### config.mk
export PLATFORM = sky130hd
export DESIGN_NAME = spin_readout_top
export DESIGN_NICKNAME = d
export VERILOG_FILES = /design/src/spin_readout_pkg.sv /design/src/settle_timer_if.sv /design/src/synchronizer.sv /design/src/settle_timer.sv /design/src/readout_fsm.sv /design/src/spin_tx_buffer.sv /design/src/spin_readout_top.sv
export VERILOG_INCLUDE_DIRS = /design/src
export SDC_FILE = /design/constraint.sdc
export NUM_CORES = 1
export LEC_CHECK = 0
export BUFFER_PORTS_ARGS = -buffer_cell sky130_fd_sc_hd__buf_4
export CORE_MARGIN = 5
export CORE_UTILIZATION = 55
export DETAILED_ROUTE_END_ITERATION = 16
export PLACE_DENSITY = 0.76
export SYNTH_ARGS = -nofsm -noshare
export SYNTH_HDL_FRONTEND = slang
export SYNTH_SLANG_ARGS = --single-unit
### constraint.sdc
create_clock -name clk_i -period 10.4 [get_ports clk_i]
set_clock_uncertainty 0.1 [all_clocks]
set_input_delay 0.52 -clock clk_i [delete_from_list [all_inputs] [get_ports clk_i]]
set_output_delay 0.52 -clock clk_i [all_outputs]
set_load 0.02 [all_outputs]
### src/spin_readout_consts.svh
`ifndef SPIN_READOUT_CONSTS_SVH
`define SPIN_READOUT_CONSTS_SVH

// Width of one spin vector from the annealer macro
`define SPIN_DATAW 64

// Deepest synchronizer tap that pipe_num may select
`define SYNC_PIPEDEPTH 3

// Entries in the transmit FIFO
`define TXBUF_DEPTH 4

// Credits granted by the downstream side out of reset
`define TX_CREDITS 2

// Set to 1 to place the AND isolation gating in front of the
// synchronizer, 0 to feed the macro outputs straight in
`define SYNC_ISOLATION 1

`endif

### src/spin_readout_pkg.sv
package spin_readout_pkg;

    // Command opcode, always in the top two bits of the word
    typedef enum logic [1:0] {
        NOP   = 2'd0,
        CFG   = 2'd1,
        RUN   = 2'd2,
        ABORT = 2'd3
    } cmd_opcode_e;

    // Configuration view of a command word
    typedef struct packed {
        cmd_opcode_e opcode;
        logic [1:0]  pipe_num;
        logic [11:0] anneal_cycles;
    } cfg_cmd_t;

    // Run view of a command word
    typedef struct packed {
        cmd_opcode_e opcode;
        logic [5:0]  sample_count;
        logic [7:0]  sample_interval;
    } run_cmd_t;

    // One 16-bit command, read through whichever view the opcode selects
    typedef union packed {
        cfg_cmd_t cfg;
        run_cmd_t run;
    } cmd_word_u;

    // Readout controller states
    typedef enum logic [2:0] {
        IDLE   = 3'd0,
        ANNEAL = 3'd1,
        WAIT   = 3'd2,
        SAMPLE = 3'd3,
        DRAIN  = 3'd4
    } readout_state_e;

endpackage

### src/settle_timer_if.sv
`timescale 1ns/1ps

interface settle_timer_if;

    // Start pulse and the cycle count it loads
    logic        load;
    logic [11:0] load_value;

    // Timer status back to the controller
    logic        busy;
    logic        expired;

    modport ctrl (
        output load,
        output load_value,
        input  busy,
        input  expired
    );

    modport timer (
        input  load,
        input  load_value,
        output busy,
        output expired
    );

endinterface

### src/synchronizer.sv
`timescale 1ns/1ps

`include "spin_readout_consts.svh"

module synchronizer #(
    parameter int DATAW     = `SPIN_DATAW,
    parameter int PIPEDEPTH = `SYNC_PIPEDEPTH
) (
    input  logic                               clk_i,
    input  logic                               reset_i,
    input  logic                               en_i,
    input  logic [DATAW-1:0]                   data_in_i,
    input  logic [$clog2(PIPEDEPTH+1)-1:0]     pipe_num_i,
    input  logic                               synchronization_en_i,
    output logic                               data_out_valid_o,
    output logic [DATAW-1:0]                   data_out_o
);

    logic [DATAW-1:0]                gated_data;
    logic [PIPEDEPTH:0][DATAW-1:0]   data_stage;
    logic [PIPEDEPTH:0]              valid_stage;
    logic [PIPEDEPTH-1:0]            shift_cond;

    // Isolation gating keeps the macro outputs at zero outside the sample window
    generate
        if (`SYNC_ISOLATION == 1) begin : gen_isolation
            assign gated_data = data_in_i & {DATAW{synchronization_en_i}};
        end else begin : gen_no_isolation
            assign gated_data = data_in_i;
        end
    endgenerate

    // Stage 0 is the gated macro output itself
    assign valid_stage[0] = synchronization_en_i;
    assign data_stage[0]  = gated_data;

    generate
        for (genvar i = 0; i < PIPEDEPTH; i++) begin : gen_stage
            assign shift_cond[i] = en_i & valid_stage[i];

            // Dropping en_i flushes every word still in flight
            always_ff @(posedge clk_i) begin
                if (reset_i || !en_i) begin
                    valid_stage[i+1] <= 1'b0;
                end else begin
                    valid_stage[i+1] <= valid_stage[i];
                end
            end

            // Payload only moves when a valid word sits in the stage before
            always_ff @(posedge clk_i) begin
                if (shift_cond[i]) begin
                    data_stage[i+1] <= data_stage[i];
                end
            end
        end
    endgenerate

    // Tap select, out of range settings use the unregistered path
    always_comb begin
        if (pipe_num_i <= PIPEDEPTH) begin
            data_out_valid_o = valid_stage[pipe_num_i];
            data_out_o       = data_stage[pipe_num_i];
        end else begin
            data_out_valid_o = valid_stage[0];
            data_out_o       = data_stage[0];
        end
    end

endmodule

### src/settle_timer.sv
`timescale 1ns/1ps

module settle_timer (
    input  logic          clk_i,
    input  logic          reset_i,
    settle_timer_if.timer tmr
);

    logic [11:0] count_q;
    logic        run_q;

    // A load of N makes expired fire N cycles later; zero behaves like one
    always_ff @(posedge clk_i) begin
        if (reset_i) begin
            count_q <= '0;
            run_q   <= 1'b0;
        end else if (tmr.load) begin
            if (tmr.load_value == '0) begin
                count_q <= '0;
            end else begin
                count_q <= tmr.load_value - 12'd1;
            end
            run_q <= 1'b1;
        end else if (run_q) begin
            if (count_q == '0) begin
                run_q <= 1'b0;
            end else begin
                count_q <= count_q - 12'd1;
            end
        end
    end

    assign tmr.busy = run_q;

    // Single-cycle pulse on the last counting cycle
    assign tmr.expired = run_q && (count_q == '0);

endmodule

### src/readout_fsm.sv
`timescale 1ns/1ps

module readout_fsm (
    input  logic                        clk_i,
    input  logic                        reset_i,
    input  logic                        cmd_valid_i,
    input  spin_readout_pkg::cmd_word_u cmd_i,
    input  logic                        slot_avail_i,
    settle_timer_if.ctrl                tmr,
    output logic                        anneal_o,
    output logic                        sample_en_o,
    output logic                        pipe_run_o,
    output logic [1:0]                  pipe_num_o,
    output logic                        busy_o
);

    spin_readout_pkg::readout_state_e state_q;
    spin_readout_pkg::cmd_opcode_e    opcode;

    logic        cmd_abort;
    logic        cmd_run;
    logic [1:0]  pipe_num_q;
    logic [11:0] anneal_cycles_q;
    logic [7:0]  interval_q;
    logic [5:0]  samples_left_q;

    // The opcode sits in the same bits of both views
    assign opcode    = cmd_i.cfg.opcode;
    assign cmd_abort = cmd_valid_i && (opcode == spin_readout_pkg::ABORT);
    assign cmd_run   = cmd_valid_i && (opcode == spin_readout_pkg::RUN);

    // Timer loads and the sample strobe
    always_comb begin
        tmr.load       = 1'b0;
        tmr.load_value = '0;
        sample_en_o    = 1'b0;
        case (state_q)
            spin_readout_pkg::IDLE: begin
                if (cmd_run) begin
                    tmr.load       = 1'b1;
                    tmr.load_value = anneal_cycles_q;
                end
            end
            spin_readout_pkg::ANNEAL: begin
                if (tmr.expired && samples_left_q != '0) begin
                    tmr.load       = 1'b1;
                    tmr.load_value = {4'd0, interval_q};
                end
            end
            spin_readout_pkg::SAMPLE: begin
                if (slot_avail_i) begin
                    sample_en_o = 1'b1;
                    if (samples_left_q != 6'd1) begin
                        tmr.load       = 1'b1;
                        tmr.load_value = {4'd0, interval_q};
                    end else if (pipe_num_q != '0) begin
                        // Last sample, time the pipe drain
                        tmr.load       = 1'b1;
                        tmr.load_value = {10'd0, pipe_num_q};
                    end
                end
            end
            default: begin
            end
        endcase
        if (cmd_abort) begin
            tmr.load    = 1'b0;
            sample_en_o = 1'b0;
        end
    end

    always_ff @(posedge clk_i) begin
        if (reset_i) begin
            state_q         <= spin_readout_pkg::IDLE;
            pipe_num_q      <= '0;
            anneal_cycles_q <= '0;
            interval_q      <= '0;
            samples_left_q  <= '0;
        end else if (cmd_abort) begin
            state_q <= spin_readout_pkg::IDLE;
        end else begin
            case (state_q)
                spin_readout_pkg::IDLE: begin
                    if (cmd_valid_i && opcode == spin_readout_pkg::CFG) begin
                        pipe_num_q      <= cmd_i.cfg.pipe_num;
                        anneal_cycles_q <= cmd_i.cfg.anneal_cycles;
                    end else if (cmd_run) begin
                        samples_left_q <= cmd_i.run.sample_count;
                        interval_q     <= cmd_i.run.sample_interval;
                        state_q        <= spin_readout_pkg::ANNEAL;
                    end
                end
                spin_readout_pkg::ANNEAL: begin
                    if (tmr.expired) begin
                        state_q <= (samples_left_q == '0) ? spin_readout_pkg::DRAIN
                                                          : spin_readout_pkg::WAIT;
                    end
                end
                spin_readout_pkg::WAIT: begin
                    if (tmr.expired) begin
                        state_q <= spin_readout_pkg::SAMPLE;
                    end
                end
                spin_readout_pkg::SAMPLE: begin
                    // Hold here while the buffer has no free slot
                    if (slot_avail_i) begin
                        samples_left_q <= samples_left_q - 6'd1;
                        state_q <= (samples_left_q == 6'd1) ? spin_readout_pkg::DRAIN
                                                            : spin_readout_pkg::WAIT;
                    end
                end
                spin_readout_pkg::DRAIN: begin
                    // No timer running means nothing is left in the pipe
                    if (tmr.expired || !tmr.busy) begin
                        state_q <= spin_readout_pkg::IDLE;
                    end
                end
                default: begin
                    state_q <= spin_readout_pkg::IDLE;
                end
            endcase
        end
    end

    assign anneal_o   = (state_q == spin_readout_pkg::ANNEAL);
    assign busy_o     = (state_q != spin_readout_pkg::IDLE);
    assign pipe_run_o = busy_o && !cmd_abort;
    assign pipe_num_o = pipe_num_q;

endmodule

### src/spin_tx_buffer.sv
`timescale 1ns/1ps

`include "spin_readout_consts.svh"

module spin_tx_buffer #(
    parameter int DEPTH   = `TXBUF_DEPTH,
    parameter int CREDITS = `TX_CREDITS
) (
    input  logic                   clk_i,
    input  logic                   reset_i,
    input  logic                   reserve_i,
    input  logic                   wr_valid_i,
    input  logic [`SPIN_DATAW-1:0] wr_data_i,
    input  logic                   credit_return_i,
    output logic                   slot_avail_o,
    output logic                   tx_valid_o,
    output logic [`SPIN_DATAW-1:0] tx_data_o
);

    localparam int PTRW = (DEPTH > 1) ? $clog2(DEPTH) : 1;
    localparam int CNTW = $clog2(DEPTH + 1);
    localparam int CRW  = $clog2(CREDITS + 1);
    localparam int QW   = $clog2(`SYNC_PIPEDEPTH + 1);

    logic [`SPIN_DATAW-1:0] mem [DEPTH];
    logic [PTRW-1:0]        wr_ptr_q;
    logic [PTRW-1:0]        rd_ptr_q;
    logic [CNTW-1:0]        count_q;
    logic [CNTW-1:0]        reserved_q;
    logic [CRW-1:0]         credits_q;
    logic [QW-1:0]          quiet_q;
    logic [CNTW:0]          committed;
    logic                   send;

    // A slot is free when stored words plus words still in the pipe leave room
    assign committed    = {1'b0, count_q} + {1'b0, reserved_q};
    assign slot_avail_o = (committed < DEPTH);

    assign send       = (credits_q != '0) && (count_q != '0);
    assign tx_valid_o = send;
    assign tx_data_o  = mem[rd_ptr_q];

    always_ff @(posedge clk_i) begin
        if (wr_valid_i) begin
            mem[wr_ptr_q] <= wr_data_i;
        end
    end

    always_ff @(posedge clk_i) begin
        if (reset_i) begin
            wr_ptr_q   <= '0;
            rd_ptr_q   <= '0;
            count_q    <= '0;
            reserved_q <= '0;
            credits_q  <= CRW'(CREDITS);
            quiet_q    <= '0;
        end else begin
            if (wr_valid_i) begin
                wr_ptr_q <= (wr_ptr_q == PTRW'(DEPTH - 1)) ? '0 : wr_ptr_q + 1'b1;
            end
            if (send) begin
                rd_ptr_q <= (rd_ptr_q == PTRW'(DEPTH - 1)) ? '0 : rd_ptr_q + 1'b1;
            end
            case ({wr_valid_i, send})
                2'b10:   count_q <= count_q + 1'b1;
                2'b01:   count_q <= count_q - 1'b1;
                default: count_q <= count_q;
            endcase
            case ({credit_return_i, send})
                2'b10:   credits_q <= credits_q + 1'b1;
                2'b01:   credits_q <= credits_q - 1'b1;
                default: credits_q <= credits_q;
            endcase
            // Reservations left over from an aborted pipe expire once the
            // deepest tap has had time to deliver
            if (reserve_i) begin
                quiet_q <= '0;
            end else if (quiet_q != QW'(`SYNC_PIPEDEPTH)) begin
                quiet_q <= quiet_q + 1'b1;
            end
            if (quiet_q == QW'(`SYNC_PIPEDEPTH) && !reserve_i) begin
                reserved_q <= '0;
            end else begin
                case ({reserve_i, wr_valid_i})
                    2'b10:   reserved_q <= reserved_q + 1'b1;
                    2'b01:   reserved_q <= reserved_q - 1'b1;
                    default: reserved_q <= reserved_q;
                endcase
            end
        end
    end

endmodule

### src/spin_readout_top.sv
`timescale 1ns/1ps

`include "spin_readout_consts.svh"

module spin_readout_top (
    input  logic                   clk_i,
    input  logic                   reset_i,
    input  logic                   cmd_valid_i,
    input  logic [15:0]            cmd_i,
    input  logic [`SPIN_DATAW-1:0] spin_data_i,
    input  logic                   credit_return_i,
    output logic                   anneal_o,
    output logic                   sample_o,
    output logic                   busy_o,
    output logic                   tx_valid_o,
    output logic [`SPIN_DATAW-1:0] tx_data_o
);

    spin_readout_pkg::cmd_word_u cmd_word;

    logic                   sample_en;
    logic                   pipe_run;
    logic [1:0]             pipe_num;
    logic                   slot_avail;
    logic                   sync_valid;
    logic [`SPIN_DATAW-1:0] sync_data;

    settle_timer_if tmr_if ();

    assign cmd_word = cmd_i;

    // The sample strobe doubles as the macro enable and the slot reservation
    assign sample_o = sample_en;

    readout_fsm readout_fsm_inst (
        .clk_i        (clk_i),
        .reset_i      (reset_i),
        .cmd_valid_i  (cmd_valid_i),
        .cmd_i        (cmd_word),
        .slot_avail_i (slot_avail),
        .tmr          (tmr_if.ctrl),
        .anneal_o     (anneal_o),
        .sample_en_o  (sample_en),
        .pipe_run_o   (pipe_run),
        .pipe_num_o   (pipe_num),
        .busy_o       (busy_o)
    );

    settle_timer settle_timer_inst (
        .clk_i   (clk_i),
        .reset_i (reset_i),
        .tmr     (tmr_if.timer)
    );

    synchronizer #(
        .DATAW     (`SPIN_DATAW),
        .PIPEDEPTH (`SYNC_PIPEDEPTH)
    ) synchronizer_inst (
        .clk_i                (clk_i),
        .reset_i              (reset_i),
        .en_i                 (pipe_run),
        .data_in_i            (spin_data_i),
        .pipe_num_i           (pipe_num),
        .synchronization_en_i (sample_en),
        .data_out_valid_o     (sync_valid),
        .data_out_o           (sync_data)
    );

    spin_tx_buffer #(
        .DEPTH   (`TXBUF_DEPTH),
        .CREDITS (`TX_CREDITS)
    ) spin_tx_buffer_inst (
        .clk_i           (clk_i),
        .reset_i         (reset_i),
        .reserve_i       (sample_en),
        .wr_valid_i      (sync_valid),
        .wr_data_i       (sync_data),
        .credit_return_i (credit_return_i),
        .slot_avail_o    (slot_avail),
        .tx_valid_o      (tx_valid_o),
        .tx_data_o       (tx_data_o)
    );

endmodule

==> flow_summary.yaml, run 1 <==
power_and_ir_drop:
  clockPowerShare_pct: 43.6
  switching_power_mw: 0.8695
  sw_frac_of_total_pct: 20.46
  p_int_mw: 3.380
  ir_drop_uv: 127.4
  powerDensity_nw_per_um2: 177.0
  power_mw: 4.249
  leakage_nw: 8.164
  pwr-share-seq_pct: 52.5
  p_comb_share_pct: 3.9
global_route:
  grt_overflow: 0
  grt_pass1_wl_mm: 68.79
  grt_start_max_net_pins: 69
  antenna_found_initial: 0
  grtUsageTotal_pct: 21.67
  grt_pass1_vias: 11604
synthesis:
  netlist_top_cells_count: "448 x edfxtp_1, 129 x mux4_2, 63 x dfxtp_1"
  synth_cell_type_count: 64
  synthArstFlopShare_pct: 0
  synth_enable_flop_cells: 448
  netlist_instances: 1145
  seq_area_frac_synth_pct: 71.08
  synthMostInstantiatedCell: "edfxtp_1"
  yosys-top-cells-area: "edfxtp_1 65%, mux4_2 14%, dfxtp_1 6.1%, and2_1 1.3%, and2_4 1.1%"
  synthFlopType: "edfxtp_1"
  synth_area_sq_um: 20700
  yosysWarnings: 0
  synth_top_area_share_pct: 64.99
  syn_area_per_cell_sq_um: 18.08
  syn_nets: 1249
  ys_ff_latch: 511
  yosys.area.top_type: "edfxtp_1"
floorplan:
  core_sq_um: 37400
  fp-row-count: 71
  dieHeight_um: 204
  die_x_um: 204
  io_pins: 152
  dieArea_sq_um: 41620
  initial_core_util_pct: 55.35
final_layout:
  stdcell_area_sq_um: 24000
  multi_input_area_sq_um: 5659
  synthToLayoutAreaGrowth_pct: 15.96
  nets: 1399
  num-fill-cells: 2544
  fin_util_pct: 64.18
  seq_area_sq_um: 14730
  drive_gt1_share_pct: 31.26
  antenna_cells: 0
  stdcell_count: 1845
place:
  hpwl_mm: 24.97
  portBuffers: 151
  pre_cts_slack_ns: 5.330
  placed_area_sq_um: 22300
  dp_cells: 1755
  gp_congestion: 0.8570
worst_setup_path:
  crit_type: "reg -> reg"
  crit_path_max_fanout: 68
  required_ns: 10.80
  end_kind: "flop"
  ff2ff_path_depth: 13
  rr_startpoint: "readout_fsm_inst.state_q[1]"
  critPathArrivalTime_ns: 5.47
  r2r-end: "spin_tx_buffer_inst.count_q[2]"
  r2r_slack_ns: 5.33
  cp-start-kind: "flop"
cts:
  worstSkewPairLatency_ns: 0.57
  ctsRootBufferMaster: "clkbuf_16"
  clk_pin_slew_ns: 0.07
  cts_setup_buffers: 0
  cts.sinks: 511
  htreeDepth: 2
  cts_tree: "done"
  post_cts_resized: 0
  numCtsBuffers: 49
  cts-hold-fix-buffers: 0
  cts_max_path_buffers: 3
sta:
  fin_crit_ns: 5.071
  max_freq_ghz: 0.1972
  fin_ws_ns: 5.329
  period_share_pct: 48.76
  setup_tns_ns: 0
  rsz0062_at_grt: "no"
  slew_violations: 0
  slew_headroom_pct: 27.47
  hold_viol_final: 0
  holdWs_ns: 0.09741
  worstMarginPinSlew_ns: 1.088
  finalSetupViolations: 0
detailed_routing:
  drcViolationCount: 0
  drt_iter0_drc: 999
  num_vias: 11096
  wirelength_mm: 44.76
  firstDrtPassIters: 5
  detail-route-antenna-nets: 0
  viasPerCell: 6.014
  post_drt_wl_per_cell_um: 24.26
min_path:
  hold_class: "in -> reg"
  hold_depth: 3
  hold_start: "cmd_i[6]"
  hold_end: "readout_fsm_inst.anneal_cycles_q[6]"
job:
  maxCapViolations: 0
run_status:
  outcome: "finished clean"
[flip-flops by register name (all words and copies together), names as in the netlist, 6 cells and up, named ones only]
register and flops:
readout_fsm_inst.anneal_cycles_q 12, readout_fsm_inst.interval_q 8, readout_fsm_inst.samples_left_q 6, settle_timer_inst.count_q 12
spin_tx_buffer_inst.mem 256, synchronizer_inst.data_stage 192
[worst max-delay path, stage by stage (launching register included)]
cell	delay [ns]
dfxtp_1	0.59
or3_1	0.33
or2_1	0.52
a211oi_4	0.22
nand2_2	0.19
clkinv_2	0.81
mux4_2	0.91
inv_1	0.10
ha_1	0.18
inv_1	0.06
fa_1	0.37
xor2_1	0.16
or3_1	0.31
a21oi_1	0.14
[layout make-up]
| cell class | instances | share of cell area [%] |
|---|---|---|
| clock buffer | 57 | 5.447 |
| sequential | 511 | 61.36 |
| inverter | 23 | 0.3701 |
| tap | 511 | 2.664 |
| clock inverter | 33 | 1.637 |
| multi-input combinational | 552 | 23.58 |
| timing repair buffer | 158 | 4.942 |
[logic make-up (layout without fill, tap and decap cells)]
| family | count (synthesis) | in the layout | synth area share [%] |
|---|---|---|---|
| AO/OA/AOI/OAI | 103 | 103 | 3.264 |
| XOR/XNOR | 19 | 19 | 0.8039 |
| adder cells (fa/ha/maj) | 20 | 20 | 1.281 |
| buffers and inverters | 82 | 271 | 1.753 |
| flip-flops | 511 | 511 | 71.08 |
| multiplexers | 147 | 147 | 14.91 |
| AND/OR/NAND/NOR | 263 | 263 | 6.909 |
[per-layer routing]
layer  up-vias  wire length, um  track usage [%]
li1       4862                -                -
met1      5756            18640            30.59
met2       408            22680            36.21
met3        70             2445            3.094
met4         0              996            5.839
met5         -                0                0
[power by group through the flow]
stage / logic [mW] / clock network (mW) / registers, mW
finish: 0.165 / 1.85 / 2.23
CTS: 0.166 / 1.89 / 2.23
global placement: 0.161 / 0 / 2.27
floorplan: 0.111 / 0 / 2.27
global route: 0.181 / 1.98 / 2.23
detailed placement: 0.164 / 0 / 2.27
[placed cells by master (no fill, tap or decap), drive strengths merged, types with 18 or more instances in the layout]
cell type	Yosys	routed
nand2	48	48
buf	22	158
nor3	27	27
mux2i	18	18
edfxtp	448	448
dfxtp	63	63
nor2	62	62
a21oi	38	38
and2	70	70
ha	18	18
clkbuf	37	57
inv	22	26
clkinv	1	21
mux4	129	129
[how the worst max path moves through the flow]
stage | from | to
global placement | readout_fsm_inst.state_q[1] | spin_tx_buffer_inst.count_q[2]
detailed placement | readout_fsm_inst.state_q[1] | spin_tx_buffer_inst.count_q[2]
global route | readout_fsm_inst.state_q[1] | spin_tx_buffer_inst.count_q[2]
CTS | readout_fsm_inst.state_q[1] | spin_tx_buffer_inst.count_q[2]
floorplan | cmd_valid_i | synchronizer_inst.data_stage[128]
finish | readout_fsm_inst.state_q[1] | spin_tx_buffer_inst.count_q[2]
Power figures use the tool's default switching activity.
==> inputs of run 2 (changes only) <==
- ABC_AREA: not set -> 1
- clock period: 10.4 -> 4.67 ns (I/O delays scaled with it)
==> run 2 against run 1 <==
Non-clock buffer count is 95 higher; global-route usage rose by 1.5 points; total power grew to 3.1 times the previous value; design area up 5.8%; flip-flop and latch count stayed put; via count is 33% higher; register-to-register slack worse by 3.9 ns; utilization grew 1.5 points; sequential share of layout area shrank 3.4 points; worst setup slack lost 4.1 ns; critical endpoint is now tx_data_o[15]; largest cell class unchanged; highest routed layer unchanged.
==> flow_summary.yaml, run 2 <==
cts:
  htreeDepth: 2
  cts_tree: "done"
  cts_setup_buffers: 0
  worstSkewPairLatency_ns: 0.57
  clk_pin_slew_ns: 0.06
  numCtsBuffers: 50
  ctsRootBufferMaster: "clkbuf_16"
  cts_max_path_buffers: 3
  cts.sinks: 511
final_layout:
  largest_register_ffs: 256
  largestRegisters: "spin_tx_buffer_inst.mem (256), synchronizer_inst.data_stage (192)"
  regMostFlops: "spin_tx_buffer_inst.mem"
  nets: 2139
  synthToLayoutAreaGrowth_pct: 18.38
  num-fill-cells: 2775
  drive_gt1_share_pct: 16.55
  antenna_cells: 0
  seq_area_sq_um: 14730
  final_cell_mix: "448 x edfxtp_1, 224 x nor2_1, 191 x o21ai_0, 191 x nand2_1, 171 x buf_4"
  final_common_cell: "edfxtp_1"
  stdcell_area_sq_um: 25390
  multi_input_area_sq_um: 5813
floorplan:
  initial_core_util_pct: 55.49
  dieArea_sq_um: 43040
  dieHeight_um: 207.5
  core_sq_um: 38650
  fp-row-count: 72
  io_pins: 152
  die_x_um: 207.5
worst_setup_path:
  end_kind: "primary output"
  ff2ff_path_depth: 7
  r2r_slack_ns: 1.45
  rr_startpoint: "readout_fsm_inst.pipe_num_o[0]"
  crit_path_max_fanout: 87
  cp-start-kind: "flop"
  critPathArrivalTime_ns: 3.13
  crit_type: "reg -> out"
  required_ns: 4.34
  r2r-end: "spin_tx_buffer_inst.mem[0][31]"
synthesis:
  synth_top_area_share_pct: 62.73
  synthArstFlopShare_pct: 0
  netlist_instances: 1834
  yosys-top-cells-area: "edfxtp_1 63%, dfxtp_1 5.9%, o21ai_0 4.5%, nor2_1 4.0%, a21oi_1 3.8%"
  seq_area_frac_synth_pct: 68.62
  netlist_top_cells_count: "448 x edfxtp_1, 231 x nor2_1, 191 x nand2_1, 191 x o21ai_0, 163 x a21oi_1"
  ys_ff_latch: 511
  syn_area_per_cell_sq_um: 11.69
  synth_cell_type_count: 45
  yosysWarnings: 0
  syn_nets: 1938
  synthFlopType: "edfxtp_1"
  yosys.area.top_type: "edfxtp_1"
  synth_enable_flop_cells: 448
  synth_area_sq_um: 21440
  synthMostInstantiatedCell: "edfxtp_1"
global_route:
  antenna_found_initial: 0
  grt_overflow: 0
  grtUsageTotal_pct: 23.18
  grt_pass1_wl_mm: 80.61
  grt_start_max_net_pins: 88
  grt_pass1_vias: 14686
sta:
  holdWs_ns: 0.08734
  slew_violations: 0
  worstMarginPinSlew_ns: 1.012
  finalSetupViolations: 0
  rsz0062_at_grt: "no"
  fin_crit_ns: 3.462
  period_share_pct: 74.13
  setup_tns_ns: 0
  hold_viol_final: 0
  slew_headroom_pct: 32.54
  max_freq_ghz: 0.2889
place:
  placed_area_sq_um: 23050
  hpwl_mm: 29.51
  gp_congestion: 0.8239
  portBuffers: 151
detailed_routing:
  post_drt_wl_per_cell_um: 19.82
  firstDrtPassIters: 6
  drcViolationCount: 0
  viasPerCell: 5.719
  detail-route-antenna-nets: 0
  num_vias: 14811
  drt_iter0_drc: 1518
  wirelength_mm: 51.33
power_and_ir_drop:
  p_int_mw: 8.817
  switching_power_mw: 4.472
  powerDensity_nw_per_um2: 523.5
  pwr-share-seq_pct: 41.7
  sw_frac_of_total_pct: 33.65
  leakage_nw: 9.256
  p_comb_share_pct: 29.6
  ir_drop_uv: 339.4
  clockPowerShare_pct: 28.7
min_path:
  hold_end: "readout_fsm_inst.anneal_cycles_q[7]"
  hold_class: "in -> reg"
  hold_start: "cmd_i[15]"
  hold_depth: 6
job:
  maxCapViolations: 0
run_status:
  outcome: "finished clean"
## run 2: how the worst max path moves through the flow
stage,startpoint,slack (ns),to
after floorplan,spin_tx_buffer_inst.reserved_q[2],-0.1,spin_tx_buffer_inst.mem[0][0]
after global placement,spin_tx_buffer_inst.reserved_q[2],1.51,spin_tx_buffer_inst.mem[0][40]
after detailed placement,readout_fsm_inst.pipe_num_o[0],1.45,spin_tx_buffer_inst.mem[0][32]
after CTS,flop,1.22,tx_data_o[15]
after global routing,flop,1.04,tx_data_o[15]
final,flop,1.21,tx_data_o[15]
## run 2: power by group through the flow
| stage | logic, mW | clock network, mW | registers (mW) |
|---|---|---|---|
| 6_report | 3.94 | 3.81 | 5.54 |
| 5_1_grt | 4.28 | 4.06 | 5.57 |
| 4_1_cts | 3.95 | 3.87 | 5.54 |
| 3_5_place_dp | 3.87 | 0 | 5.63 |
| 3_3_place_gp | 3.78 | 0 | 5.61 |
| 2_1_floorplan | 2.50 | 0 | 5.52 |
## run 2: area by class of cell
cell class | count | area share (%)
sequential | 511 | 58.01
multi-input combinational | 1077 | 22.90
timing repair buffer | 253 | 8.369
clock buffer | 57 | 5.116
tap | 518 | 2.553
inverter | 142 | 2.129
clock inverter | 32 | 0.9266
## run 2: cells by family after synthesis
logic type | count (synthesis) | share of synthesized area (%)
AO/OA/AOI/OAI | 514 | 13.59
XOR/XNOR | 13 | 0.5310
adder cells (fa/ha/maj) | 20 | 1.237
buffers and inverters | 246 | 4.522
flip-flops | 511 | 68.62
multiplexers | 1 | 0.04668
AND/OR/NAND/NOR | 529 | 11.46
## run 2: worst max-delay path, cell delays in order (launching register included)
cell	delay [ns]
dfxtp_4	0.55
inv_4	0.74
buf_4	0.50
o21ai_0	0.13
o22ai_1	0.36
buf_4	0.22
## run 2: repair_timing
item                                   CTS  global route
resized for setup                        0             0
endpoints found under the hold margin  103             0
hold buffers                            80             0
## run 2: routing by layer
metal  share of wire [%]  global-route usage (%)  wire length [um]
met1                  41                   31.31             20970
met2                  48                   38.12             24850
met3                 8.1                   4.609              4176
met4                 2.6                   7.843              1334
met5                   0                       0                 0
## run 2: metrics by stage
step	total power [mW]	utilization [%]	setup WS, ns	cells
2_1_floorplan	8.016	-	-0.09899	1834
3_3_place_gp	9.390	59.65	1.515	2421
3_5_place_dp	9.502	59.65	1.447	2421
4_1_cts	13.35	65.69	1.224	2590
5_1_grt	13.91	65.69	1.040	2590
6_report	13.29	65.69	1.208	2590
